--- src/hw/acqDataPkg.sv ---
//////////////////////////////////////////////////////////////////////
// Sample format of the ADC input stream, shared by the data path.
// Imported by the decoder, the interface, the buffer and the top level.
//////////////////////////////////////////////////////////////////////

package acqDataPkg;

    //////////////////////////////////////////////////////////////////
    // Input word layout

    // Bits per sample slot in the input word
    localparam int axiSampleWidth = 16;

    // Significant converter bits, left-adjusted in each slot
    localparam int adcWidth = 14;

    // Unused low bits below the significant ones
    localparam int adcShift = axiSampleWidth - adcWidth;

    //////////////////////////////////////////////////////////////////
    // Sample type

    // Two's complement, as delivered by the converter
    typedef logic signed [adcWidth-1:0] adcSample;

endpackage

--- src/hw/acqCtrlPkg.sv ---
//////////////////////////////////////////////////////////////////////
// Acquisition control types: sequencer states and trigger polarity.
//////////////////////////////////////////////////////////////////////

package acqCtrlPkg;

    // Sequencer states, also reported on the status port
    typedef enum logic [2:0] {
        Idle,
        Fill,
        Armed,
        Acquire,
        Done
    } acqState;

    // Which crossing of the trigger level counts
    typedef enum logic {
        Rising,
        Falling
    } trigMode;

endpackage

--- src/hw/sampleBusIf.sv ---
//////////////////////////////////////////////////////////////////////
// Decoded sample words, compare flags and the write address, shared
// between the decoder, the sequencer, the trigger and the buffer.
//////////////////////////////////////////////////////////////////////
`timescale 1ns/1ps

interface sampleBusIf import acqDataPkg::*; #(
    parameter int lanes       = 4,
    parameter int bufferDepth = 64
);
    localparam int addrWidth = $clog2(bufferDepth);

    logic                 wordValid;
    adcSample [lanes-1:0] samples;
    // Lanes past the trigger level, already polarity-corrected
    logic [lanes-1:0]     aboveLevel;
    logic [lanes-1:0]     belowLevel;
    logic                 writeEnable;
    logic [addrWidth-1:0] writeAddr;

    modport decoder (output wordValid, samples, aboveLevel, belowLevel);
    modport sequencer (input wordValid, output writeEnable, writeAddr);
    modport sink (
        input wordValid, samples, aboveLevel, belowLevel, writeEnable, writeAddr
    );

endinterface

--- src/hw/sampleDecode.sv ---
//////////////////////////////////////////////////////////////////////
// Pulls the significant bits out of each input word and compares each
// lane with the trigger level. Output lands on the bus 3 cycles later.
//////////////////////////////////////////////////////////////////////
`timescale 1ns/1ps

module sampleDecode import acqDataPkg::*; import acqCtrlPkg::*; #(
    parameter int lanes = 4
) (
    input  logic                            adcClk,
    input  logic                            arstN,
    input  logic                            axiValid,
    input  logic [lanes*axiSampleWidth-1:0] axiData,
    input  adcSample                        triggerLevel,
    input  trigMode                         mode,
    sampleBusIf.decoder                     bus
);
    logic [1:0]           validPipe;
    adcSample [lanes-1:0] preSample;
    adcSample [lanes-1:0] sample;

    // Valid travels alongside the two sample stages and the compare
    always_ff @(posedge adcClk or negedge arstN) begin
        if (!arstN) begin
            validPipe     <= '0;
            bus.wordValid <= 1'b0;
        end else begin
            validPipe     <= {validPipe[0], axiValid};
            bus.wordValid <= validPipe[1];
        end
    end

    always_ff @(posedge adcClk) begin
        for (int i = 0; i < lanes; i++) begin
            // Two stages purely for timing ahead of the comparators
            preSample[i]   <= axiData[i*axiSampleWidth+adcShift +: adcWidth];
            sample[i]      <= preSample[i];
            bus.samples[i] <= sample[i];

            // Polarity is folded in here so the trigger only ever looks at aboveLevel
            if (mode == Falling) begin
                bus.aboveLevel[i] <= sample[i] < triggerLevel;
                bus.belowLevel[i] <= sample[i] > triggerLevel;
            end else begin
                bus.aboveLevel[i] <= sample[i] > triggerLevel;
                bus.belowLevel[i] <= sample[i] < triggerLevel;
            end
        end
    end

endmodule

--- src/hw/triggerDetect.sv ---
//////////////////////////////////////////////////////////////////////
// Level and event trigger. Level triggers need one fully idle word
// first; the trigger word address and lane are held after the pulse.
//////////////////////////////////////////////////////////////////////
`timescale 1ns/1ps

module triggerDetect #(
    parameter int  lanes       = 4,
    parameter int  bufferDepth = 64,
    parameter int  eventWidth  = 4,
    localparam int addrWidth   = $clog2(bufferDepth),
    localparam int laneWidth   = (lanes > 1) ? $clog2(lanes) : 1
) (
    input  logic                  adcClk,
    input  logic                  arstN,
    sampleBusIf.sink              bus,
    input  logic                  watch,
    input  logic [eventWidth-1:0] eventStrobes,
    input  logic [eventWidth-1:0] eventEnables,
    output logic                  triggered,
    output logic [addrWidth-1:0]  triggerAddr,
    output logic [laneWidth-1:0]  triggerLane
);
    logic                 watchD;
    logic                 beenIdle;
    logic                 caught;
    logic                 wordSeen;
    logic                 anyPast;
    logic                 eventHit;
    logic                 levelHit;
    logic                 fire;
    logic [laneWidth-1:0] firstLane;

    // Lowest lane with its flag set
    function automatic logic [laneWidth-1:0] lowestLane(input logic [lanes-1:0] flags);
        logic [laneWidth-1:0] lane;
        lane = '0;
        for (int i = lanes - 1; i >= 0; i--) begin
            if (flags[i]) begin
                lane = laneWidth'(i);
            end
        end
        return lane;
    endfunction

    assign wordSeen  = bus.wordValid && bus.writeEnable;
    assign anyPast   = |bus.aboveLevel;
    assign eventHit  = |(eventStrobes & eventEnables);
    assign levelHit  = wordSeen && anyPast && beenIdle && watchD;
    // Only the first hit per arming counts
    assign fire      = watch && !caught && (eventHit || levelHit);
    assign firstLane = lowestLane(bus.aboveLevel);

    always_ff @(posedge adcClk or negedge arstN) begin
        if (!arstN) begin
            watchD    <= 1'b0;
            beenIdle  <= 1'b0;
            caught    <= 1'b0;
            triggered <= 1'b0;
        end else begin
            watchD    <= watch;
            triggered <= fire;
            if (!watch) begin
                beenIdle <= 1'b0;
                caught   <= 1'b0;
            end else begin
                if (wordSeen && !anyPast) begin
                    beenIdle <= 1'b1;
                end
                if (fire) begin
                    caught <= 1'b1;
                end
            end
        end
    end

    // Events win over level crossings and always report lane 0
    always_ff @(posedge adcClk) begin
        if (fire) begin
            triggerAddr <= bus.writeAddr;
            triggerLane <= eventHit ? '0 : firstLane;
        end
    end

    // Sequencer keeps watch up through the pulse cycle
    trigInWatch: assert property (@(posedge adcClk) disable iff (!arstN)
        triggered |-> watch);

endmodule

--- src/hw/acqSequencer.sv ---
//////////////////////////////////////////////////////////////////////
// Acquisition FSM: fills the pretrigger window, arms the trigger, then
// writes the post-trigger words into the circular buffer and stops.
//////////////////////////////////////////////////////////////////////
`timescale 1ns/1ps

module acqSequencer import acqCtrlPkg::*; #(
    parameter int  bufferDepth = 64,
    localparam int addrWidth   = $clog2(bufferDepth)
) (
    input  logic                 adcClk,
    input  logic                 arstN,
    input  logic                 start,
    input  logic [addrWidth-1:0] pretriggerWords,
    sampleBusIf.sequencer        bus,
    input  logic                 triggered,
    output logic                 watch,
    output logic                 acqActive,
    output logic                 acqDone,
    output acqState              state
);
    localparam int cntWidth = addrWidth + 1;

    logic                write;
    logic                lastWrite;
    logic [cntWidth-1:0] wordCount;
    logic [cntWidth-1:0] nextCount;
    logic [cntWidth-1:0] trigCount;

    assign write     = bus.wordValid && bus.writeEnable;
    assign nextCount = wordCount + cntWidth'(write);
    // Trigger word was written the cycle before the pulse, unless it was an event in a gap
    assign trigCount = wordCount + cntWidth'(lastWrite) + cntWidth'(write);
    assign acqActive = state inside {Fill, Armed, Acquire};
    assign acqDone   = state == Done;

    always_ff @(posedge adcClk or negedge arstN) begin
        if (!arstN) begin
            state           <= Idle;
            watch           <= 1'b0;
            bus.writeEnable <= 1'b0;
            bus.writeAddr   <= '0;
            wordCount       <= '0;
            lastWrite       <= 1'b0;
        end else begin
            lastWrite <= write;
            if (write) begin
                bus.writeAddr <= bus.writeAddr + 1'b1;
            end

            case (state)
                Idle: begin
                    if (start) begin
                        bus.writeAddr   <= '0;
                        bus.writeEnable <= 1'b1;
                        wordCount       <= '0;
                        state           <= Fill;
                    end
                end
                Fill: begin
                    wordCount <= nextCount;
                    if (nextCount >= cntWidth'(pretriggerWords)) begin
                        wordCount <= cntWidth'(pretriggerWords);
                        watch     <= 1'b1;
                        state     <= Armed;
                    end
                end
                // Pretrigger window slides here, so the count holds
                Armed: begin
                    if (triggered) begin
                        watch     <= 1'b0;
                        wordCount <= trigCount;
                        state     <= Acquire;
                        if (trigCount >= cntWidth'(bufferDepth)) begin
                            bus.writeEnable <= 1'b0;
                            state           <= Done;
                        end
                    end
                end
                Acquire: begin
                    wordCount <= nextCount;
                    if (nextCount >= cntWidth'(bufferDepth)) begin
                        bus.writeEnable <= 1'b0;
                        state           <= Done;
                    end
                end
                Done: begin
                    if (start) begin
                        state <= Idle;
                    end
                end
                default: state <= Idle;
            endcase
        end
    end

    // Apart from the restart, the pointer steps by one on a valid write only
    ptrStep: assert property (@(posedge adcClk) disable iff (!arstN)
        ($past(state) != Idle && bus.writeAddr != $past(bus.writeAddr))
            |-> ($past(write) && bus.writeAddr == $past(bus.writeAddr) + 1'b1));

endmodule

--- src/hw/captureBuffer.sv ---
//////////////////////////////////////////////////////////////////////
// Capture memory. Whole words are written from the bus; readback picks
// one lane of one word, with data valid two cycles after the address.
//////////////////////////////////////////////////////////////////////
`timescale 1ns/1ps

module captureBuffer import acqDataPkg::*; #(
    parameter int  lanes       = 4,
    parameter int  bufferDepth = 64,
    localparam int addrWidth   = $clog2(bufferDepth),
    localparam int laneWidth   = (lanes > 1) ? $clog2(lanes) : 1
) (
    input  logic                 adcClk,
    sampleBusIf.sink             bus,
    input  logic [addrWidth-1:0] readAddr,
    input  logic [laneWidth-1:0] readLane,
    output adcSample             readData
);
    adcSample [lanes-1:0] mem [bufferDepth];
    adcSample [lanes-1:0] readWord;
    logic [laneWidth-1:0] laneSel;

    //////////////////////////////////////////////////////////////////
    // Write port

    always_ff @(posedge adcClk) begin
        if (bus.wordValid && bus.writeEnable) begin
            mem[bus.writeAddr] <= bus.samples;
        end
    end

    //////////////////////////////////////////////////////////////////
    // Read port

    // Lane select is delayed to line up with the registered word
    always_ff @(posedge adcClk) begin
        readWord <= mem[readAddr];
        laneSel  <= readLane;
        readData <= readWord[laneSel];
    end

endmodule

--- src/hw/acqTop.sv ---
//////////////////////////////////////////////////////////////////////
// ADC capture engine top level. Configuration and readback are plain
// level ports; start is a single-cycle pulse.
//////////////////////////////////////////////////////////////////////
`timescale 1ns/1ps

module acqTop import acqDataPkg::*; import acqCtrlPkg::*; #(
    parameter int  lanes       = 4,
    parameter int  bufferDepth = 64,
    parameter int  eventWidth  = 4,
    localparam int addrWidth   = $clog2(bufferDepth),
    localparam int laneWidth   = (lanes > 1) ? $clog2(lanes) : 1
) (
    input  logic                            adcClk,
    input  logic                            arstN,
    input  logic                            axiValid,
    input  logic [lanes*axiSampleWidth-1:0] axiData,
    input  logic [eventWidth-1:0]           eventStrobes,
    input  logic [eventWidth-1:0]           eventEnables,
    input  adcSample                        triggerLevel,
    input  trigMode                         mode,
    input  logic [addrWidth-1:0]            pretriggerWords,
    input  logic                            start,
    input  logic [addrWidth-1:0]            readAddr,
    input  logic [laneWidth-1:0]            readLane,
    output logic                            acqActive,
    output logic                            acqDone,
    output acqState                         acqStatus,
    output logic [addrWidth-1:0]            triggerAddr,
    output logic [laneWidth-1:0]            triggerLane,
    output adcSample                        readData
);
    logic watch;
    logic triggered;

    sampleBusIf #(.lanes(lanes), .bufferDepth(bufferDepth)) bus ();

    sampleDecode #(.lanes(lanes)) decode (
        .adcClk, .arstN, .axiValid, .axiData, .triggerLevel, .mode, .bus(bus.decoder)
    );

    triggerDetect #(.lanes(lanes), .bufferDepth(bufferDepth), .eventWidth(eventWidth)) trigger (
        .adcClk, .arstN, .bus(bus.sink), .watch, .eventStrobes, .eventEnables,
        .triggered, .triggerAddr, .triggerLane
    );

    acqSequencer #(.bufferDepth(bufferDepth)) sequencer (
        .adcClk, .arstN, .start, .pretriggerWords, .bus(bus.sequencer), .triggered,
        .watch, .acqActive, .acqDone, .state(acqStatus)
    );

    captureBuffer #(.lanes(lanes), .bufferDepth(bufferDepth)) buffer (
        .adcClk, .bus(bus.sink), .readAddr, .readLane, .readData
    );

endmodule

--- config.mk ---
export PLATFORM = sky130hd
export DESIGN_NAME = acqTop
export DESIGN_NICKNAME = d
export VERILOG_FILES = /design/src/hw/acqDataPkg.sv /design/src/hw/acqCtrlPkg.sv /design/src/hw/sampleBusIf.sv /design/src/hw/sampleDecode.sv /design/src/hw/triggerDetect.sv /design/src/hw/acqSequencer.sv /design/src/hw/captureBuffer.sv /design/src/hw/acqTop.sv
export SDC_FILE = /design/constraint.sdc
export NUM_CORES = 2
export LEC_CHECK = 0
export BUFFER_PORTS_ARGS = -buffer_cell sky130_fd_sc_hd__buf_4
export CORE_ASPECT_RATIO = 0.6
export CORE_MARGIN = 1
export CORE_UTILIZATION = 35
export CTS_CLUSTER_SIZE = 40
export DETAILED_ROUTE_END_ITERATION = 12
export GPL_TIMING_DRIVEN = 1
export SLEW_MARGIN = 25
export SYNTH_ARGS = -nofsm -noshare
export SYNTH_HDL_FRONTEND = slang
export SYNTH_SLANG_ARGS = --single-unit
--- constraint.sdc ---
create_clock -name adcClk -period 5.2 [get_ports adcClk]
set_input_delay 0.52 -clock adcClk [delete_from_list [all_inputs] [get_ports adcClk]]
set_output_delay 0.52 -clock adcClk [all_outputs]
set_load 0.05 [all_outputs]
==> Word level (Yosys, flattened, before mapping) <==
Memory sizes are Yosys's and may differ from the RTL's. A register that Yosys moved wholly into a read port is not among the register bits.
Cells that the tools add are included.
{ "totals": {"ff_bits": 222, "ramBits": 3584, "output_inout_bits": 27, "wordCells": 120, "memories": 1} }
{ "mem_list": {"columns": ["name", "depth", "width", "rd", "rd_ports_with_merged_regs", "wr", "line_no", "rtl"], "rows": [
  ["buffer.mem", 64, 56, 1, 1, 1, "captureBuffer.sv:19", "adcSample [lanes-1:0] mem [bufferDepth];"]
]} }
{ "op_classes": {"add_sub_neg": 4, "order_cmp": 12, "n_eq_ne": 12, "mux": 37, "bitwise": 1, "n_reduce_logical": 23} }
{ "op_table": {"columns": ["operator", "n"], "rows": [
  ["14-bit > comparator", 4],
  ["14-bit < comparator", 4],
  ["14-bit binary-select mux with 2-bit select", 1],
  ["7-bit case mux with 4 select lines", 1],
  ["7-bit by 1-bit adder with 7-bit output", 3],
  ["7-bit two-way mux", 3],
  ["3-bit two-way mux", 6],
  ["6-bit two-way mux", 3],
  ["1-bit two-way mux", 17],
  ["2-bit inequality test (second input constant)", 8],
  ["3-bit case mux with 5 select lines", 1],
  ["7-bit greater-or-equal comparator (second input constant)", 2],
  ["14-bit two-way mux", 1],
  ["5-bit AND reduction", 2],
  ["4-bit OR reduction", 2],
  ["7-bit by 6-bit greater-or-equal comparator with 1-bit output", 1],
  ["1-bit logical AND", 7],
  ["6-bit by 1-bit adder with 6-bit output (second input constant)", 1],
  ["3-bit by 2-bit equality test with 1-bit output (second input constant)", 2],
  ["3-bit AND reduction", 2],
  ["3-bit nonzero test", 2],
  ["6-bit OR reduction", 1],
  ["5-bit OR reduction", 1],
  ["4-bit AND", 1],
  ["other kinds (11)", 13]
]} }

==> Logic depth before layout (Yosys ltp) <==
{ "depth": {"depth_word": 8, "mapped_depth": 12, "depth_no_buf": 11} }

==> Hierarchy <==
From an unflattened synthesis, not the netlist that was laid out.
{ "unflattened": {"cells_unflattened": 6702, "area_unflattened_um2": 145109.2} }
{ "modules_own_cells": {"columns": ["module", "n_inst", "cells_each", "area_each_um2", "seq_area_each_um2"], "rows": [
  ["captureBuffer", 1, 6145, 138193.8, 109064.6],
  ["sampleDecode", 1, 362, 5021.1, 3598.5],
  ["acqSequencer", 1, 168, 1456.4, 475.5],
  ["triggerDetect", 1, 27, 437.9, 340.3]
]} }

==> Worst setup path after synthesis <==
No wires, ideal clock.
{ "synth_path": {"path_kind": "reg2reg", "start": "register sequencer.bus.writeEnable", "end": "memory buffer.mem[11][0] in the netlist's numbering, enable pin", "setup_ns": 0.470, "arrival_time_ns": 3.623, "t_required_ns": 4.730, "setup_slack_ns": 1.107, "path_stages_with_launch": 7, "path_buffers": 1, "period_less_slack_ns": 4.093, "path_cell_list": "dfrtp_1 -> and2_1 -> clkbuf_1 -> inv_1 -> nor2_1 -> nand3_1 -> nor2_1"} }
{ "synth_via": {"elab_chain_len": 3} }
{ "synth_rtl": {"columns": ["element", "line_no", "rtl"], "rows": [
  ["start: declaration", "sampleBusIf.sv:22", "modport sequencer (input wordValid, output writeEnable, writeAddr);"],
  ["start signal: assignment", "acqSequencer.sv:41", "bus.writeEnable <= 1'b0;"],
  ["start signal: assignment", "acqSequencer.sv:55", "bus.writeEnable <= 1'b1;"],
  ["start signal: assignment", "acqSequencer.sv:75", "bus.writeEnable <= 1'b0;"],
  ["1-bit logical AND", null, null],
  ["net sequencer.write", "acqSequencer.sv:24", "logic write;"],
  ["1-bit two-way mux", "captureBuffer.sv:27", "if (bus.wordValid && bus.writeEnable) begin"],
  ["1-bit two-way mux (implied by the code)", "captureBuffer.sv:28", "mem[bus.writeAddr] <= bus.samples;"],
  ["end: declaration", "captureBuffer.sv:19", null]
]} }
The timed path passes the listed nets, and every way through them passes these cells.

==> Final worst setup path <==
{ "layout_path": {"start": "register sequencer.bus.writeEnable", "end": "memory buffer.mem[27][19] in the netlist's numbering, enable pin"} }
{ "layout_via": {"elab_chain_len": 3} }
{ "layout_rtl": {"columns": ["element", "line_no"], "rows": [
  ["1-bit logical AND", "captureBuffer.sv:27"],
  ["1-bit two-way mux", "captureBuffer.sv:27"],
  ["1-bit two-way mux (implied by the code)", "captureBuffer.sv:28"]
]} }
No other way between the ends.

==> impl_metrics.json <==
{
  "synth-seq-area-share_pct": 78.8,
  "die_height_um": 499,
  "drive_above_1_share_pct": 28.1,
  "fin_area_mm2": 0.165,
  "period_minus_slack_ns": 3.84,
  "synth.cell_area_mm2": 0.144,
  "powerDensity_mw_per_mm2": 392,
  "finalSetupViolCount": 0,
  "maxSlewViolCount": 0,
  "cts.repair.resized": 0,
  "min_path_type": "input port to async pin",
  "ant_nets": 0,
  "netlist_top_cells_area": "edfxtp_1 (75%), mux4_2 (14%), dfxtp_1 (3.4%)",
  "ctsRootBufferMaster": "clkbuf_16",
  "cts-hold-fix-buffers": 66,
  "syn_area_per_cell_um2": 23.0,
  "grt_pass1_vias": 70000,
  "synth_seq_cells": 3862,
  "start_util_pct": 35.3,
  "dpl_cell_area_mm2": 0.154,
  "synth_cell_types": 64,
  "fmax_ghz": 0.260,
  "cp-start-kind": "flip-flop",
  "yosys_warnings": 0,
  "grtUsageTotal_pct": 19.2,
  "htreeDepth": 5,
  "synthMuxAreaShare_pct": 15.2,
  "io_pins": 132,
  "async_flop_share_pct": 0.673,
  "clk_pin_slew_worst_paths_ns": 0.07,
  "synth_xor_area_share_pct": 0.0913,
  "status": "finished clean",
  "final_util_pct": 40.6,
  "drtIter0Drc": 10900,
  "clkSinkCount": 3862,
  "hold_viol_final": 0,
  "worstSetupEndpointType": "flip-flop",
  "synthCells": 6252,
  "drt_wl_total_um": 406000,
  "via_count": 71900,
  "overflow": 0,
  "area_delta_synth_final_pct": 14.9,
  "insertion_delay_ns": 0.94,
  "dieArea_mm2": 0.414,
  "route.detailed.wl_per_inst_um": 32.7,
  "syn_nets": 6424,
  "gr-usage-met3_pct": 4.52,
  "tritoncts": "done",
  "finClkSkew_ns": 0.101,
  "fin_tns_setup_ns": 0,
  "rsz0062_at_grt": "false",
  "grt.met1_usage_pct": 30.6,
  "worstPathRequired_ns": 5.73,
  "tightest_slew_ns": 1.17,
  "synth_top_area_share_pct": 75.0,
  "drc": 0,
  "grt_first_pass_wirelength_um": 563000,
  "cts_setup_buffers": 0,
  "criticalPathCategory": "flip-flop to flip-flop",
  "clockBufferDepth": 4,
  "drv_cap": 0,
  "core_region_area_mm2": 0.407,
  "drt_first_pass_iters": 6,
  "max_slew_margin_pct": 22.2,
  "hpwl_um": 239000,
  "fillers": 35100,
  "grt-busiest-layer": "met1",
  "synth-compound-area-share_pct": 3.12,
  "viasPerCell": 5.79,
  "gp_congestion": 0.821,
  "peakVddDrop_v": 0.000303,
  "synthSimpleGateAreaFrac_pct": 0.918,
  "synth_edf_count": 3592,
  "rows": 181,
  "p_leak_nw": 51.9,
  "cts_buffers": 321,
  "synthAdderAreaFrac_pct": 0.588,
  "cp_max_fo": 15,
  "cp.arrival_ns": 4.37,
  "synth_ff_type": "edfxtp_1",
  "antenna_found_initial": 21,
  "fp.dieW_um": 830,
  "portBuffers": 123,
  "met2_usage_pct": 26.4,
  "grt_max_degree": 82,
  "finalNetCount": 6932,
  "fin_crit_sh_pct": 73.9,
  "synth_top_family_by_area": "multiplexers",
  "synth_top_area_cell": "edfxtp_1"
}
-- cell usage in the layout, fill, tap and decap left out, types with 88 or more instances in the layout --
cell | synthesis | layout
a221oi_1 | 147 | 147
mux2i_1 | 130 | 130
a22o_1 | 88 | 88
a21oi_1 | 104 | 104
clkbuf_16 | 0 | 333
mux4_2 | 910 | 910
buf_4 | 30 | 345
buf_12 | 0 | 106
edfxtp_1 | 3592 | 3592
dfxtp_1 | 244 | 188
-- Yosys cell counts, types with 12 or more instances --
cell and instances:
clkbuf_1 157, dfrtp_1 26, nor2b_1 22, edfxtp_1 3592, buf_2 94, a22oi_1 20, ha_1 66, nand2b_1 18
o221ai_1 72, o21ai_0 49, inv_1 49, nor2_1 133, buf_6 21, buf_1 35, nand2_1 37, a221oi_1 147
o22ai_1 49, mux4_2 910, a22o_1 88, a21o_1 12, mux2i_1 130, a21oi_1 104, buf_4 30, dfxtp_1 244
nand3_1 14
-- worst paths after layout --
kind / from / end / cells after the start / slack [ns]
setup / recovery: sequencer.bus.writeEnable / buffer.mem[27][19] / 6 / 1.36
hold / removal: arstN / sequencer.wordCount[2] / 2 / 0.08
setup reg to reg: sequencer.bus.writeEnable / buffer.mem[27][19] / 6 / 1.36
hold reg to reg: decode.preSample[33] / decode.sample[33] / 0 / 0.32
max in group asynchronous: arstN / trigger.caught / 2 / 4.84
min in group adcClk: mode / decode.bus.aboveLevel[3] / 4 / 0.08
-- registers in the layout (all words and copies together) (netlist names) --
signal                     cells
decode.preSample              56
trigger.triggered              1
buffer.mem                  3584
decode.validPipe               2
sequencer.bus.writeAddr        6
trigger.triggerLane            2
sequencer.bus.writeEnable      1
trigger.caught                 1
buffer.readData               14
decode.bus.wordValid           1
decode.bus.aboveLevel          4
sequencer.watch                1
sequencer.wordCount            7
decode.bus.samples            56
buffer.laneSel                 2
trigger.triggerAddr            6
sequencer.lastWrite            1
buffer.readWord               56
decode.sample                 56
sequencer.state                3
trigger.beenIdle               1
trigger.watchD                 1
-- critical path, stage by stage, from the launching register on --
cell     delay [ns]
dfrtp_1        0.38
and2_1         0.42
inv_1          0.23
nor2_1         0.32
nand3_1        0.73
nor2_4         0.80
buf_4          0.52
-- stage by stage --
| stage | setup slack [ns] | std cells | hold WS (ns) | power (W) |
|---|---|---|---|---|
| after detailed placement | 1.43 | 11800 | 0.312 | 0.0414 |
| after CTS | 1.41 | 12400 | 0.0205 | 0.0651 |
| after global placement | 1.51 | 11800 | 0.312 | 0.0413 |
| final | 1.36 | 12400 | 0.0798 | 0.0649 |
| after floorplan | 1.11 | 6252 | 0.224 | 0.0389 |
| after global routing | 1.23 | 12400 | 0.0691 | 0.0666 |
-- layout make-up --
class / count / area [um2] / area share, %
clock inverter: 148 / 1190 / 0.718
timing repair buffer: 525 / 5550 / 3.36
tap: 5398 / 6750 / 4.09
inverter: 49 / 186 / 0.113
clock buffer: 429 / 8880 / 5.37
sequential: 3862 / 114000 / 68.7
multi-input combinational: 2001 / 29100 / 17.6
antenna: 10 / 25.0 / 0.0151
-- metal layers --
layer  vias to the layer above  wire length (um)
li1                      27700                 -
met1                     39400            179000
met2                      4328            169000
met3                       509             48400
met4                         4              9180
met5                         -                27
-- where the power goes --
| part | internal, W | switching, W | leakage [nW] |
|---|---|---|---|
| registers | 0.0351 | 0.000783 | 34.7 |
| clock network | 0.0128 | 0.0113 | 4.97 |
| logic | 0.00173 | 0.00320 | 12.2 |
| total | 0.0496 | 0.0153 | 51.9 |
-- kinds of logic (layout without fill, tap and decap cells) --
family                     count (synthesis)  in the layout
DFF                                     3862           3862
buffers and inverters                    389           1151
and+or+nand+nor                          278            278
AOI/OAI and AO/OA                        600            600
xor gates and xnor gates                  15             15
adders and majority gates                 67             67
other                                      0             10
muxes                                   1041           1041
No activity file was read; power rests on OpenSTA's default activity.
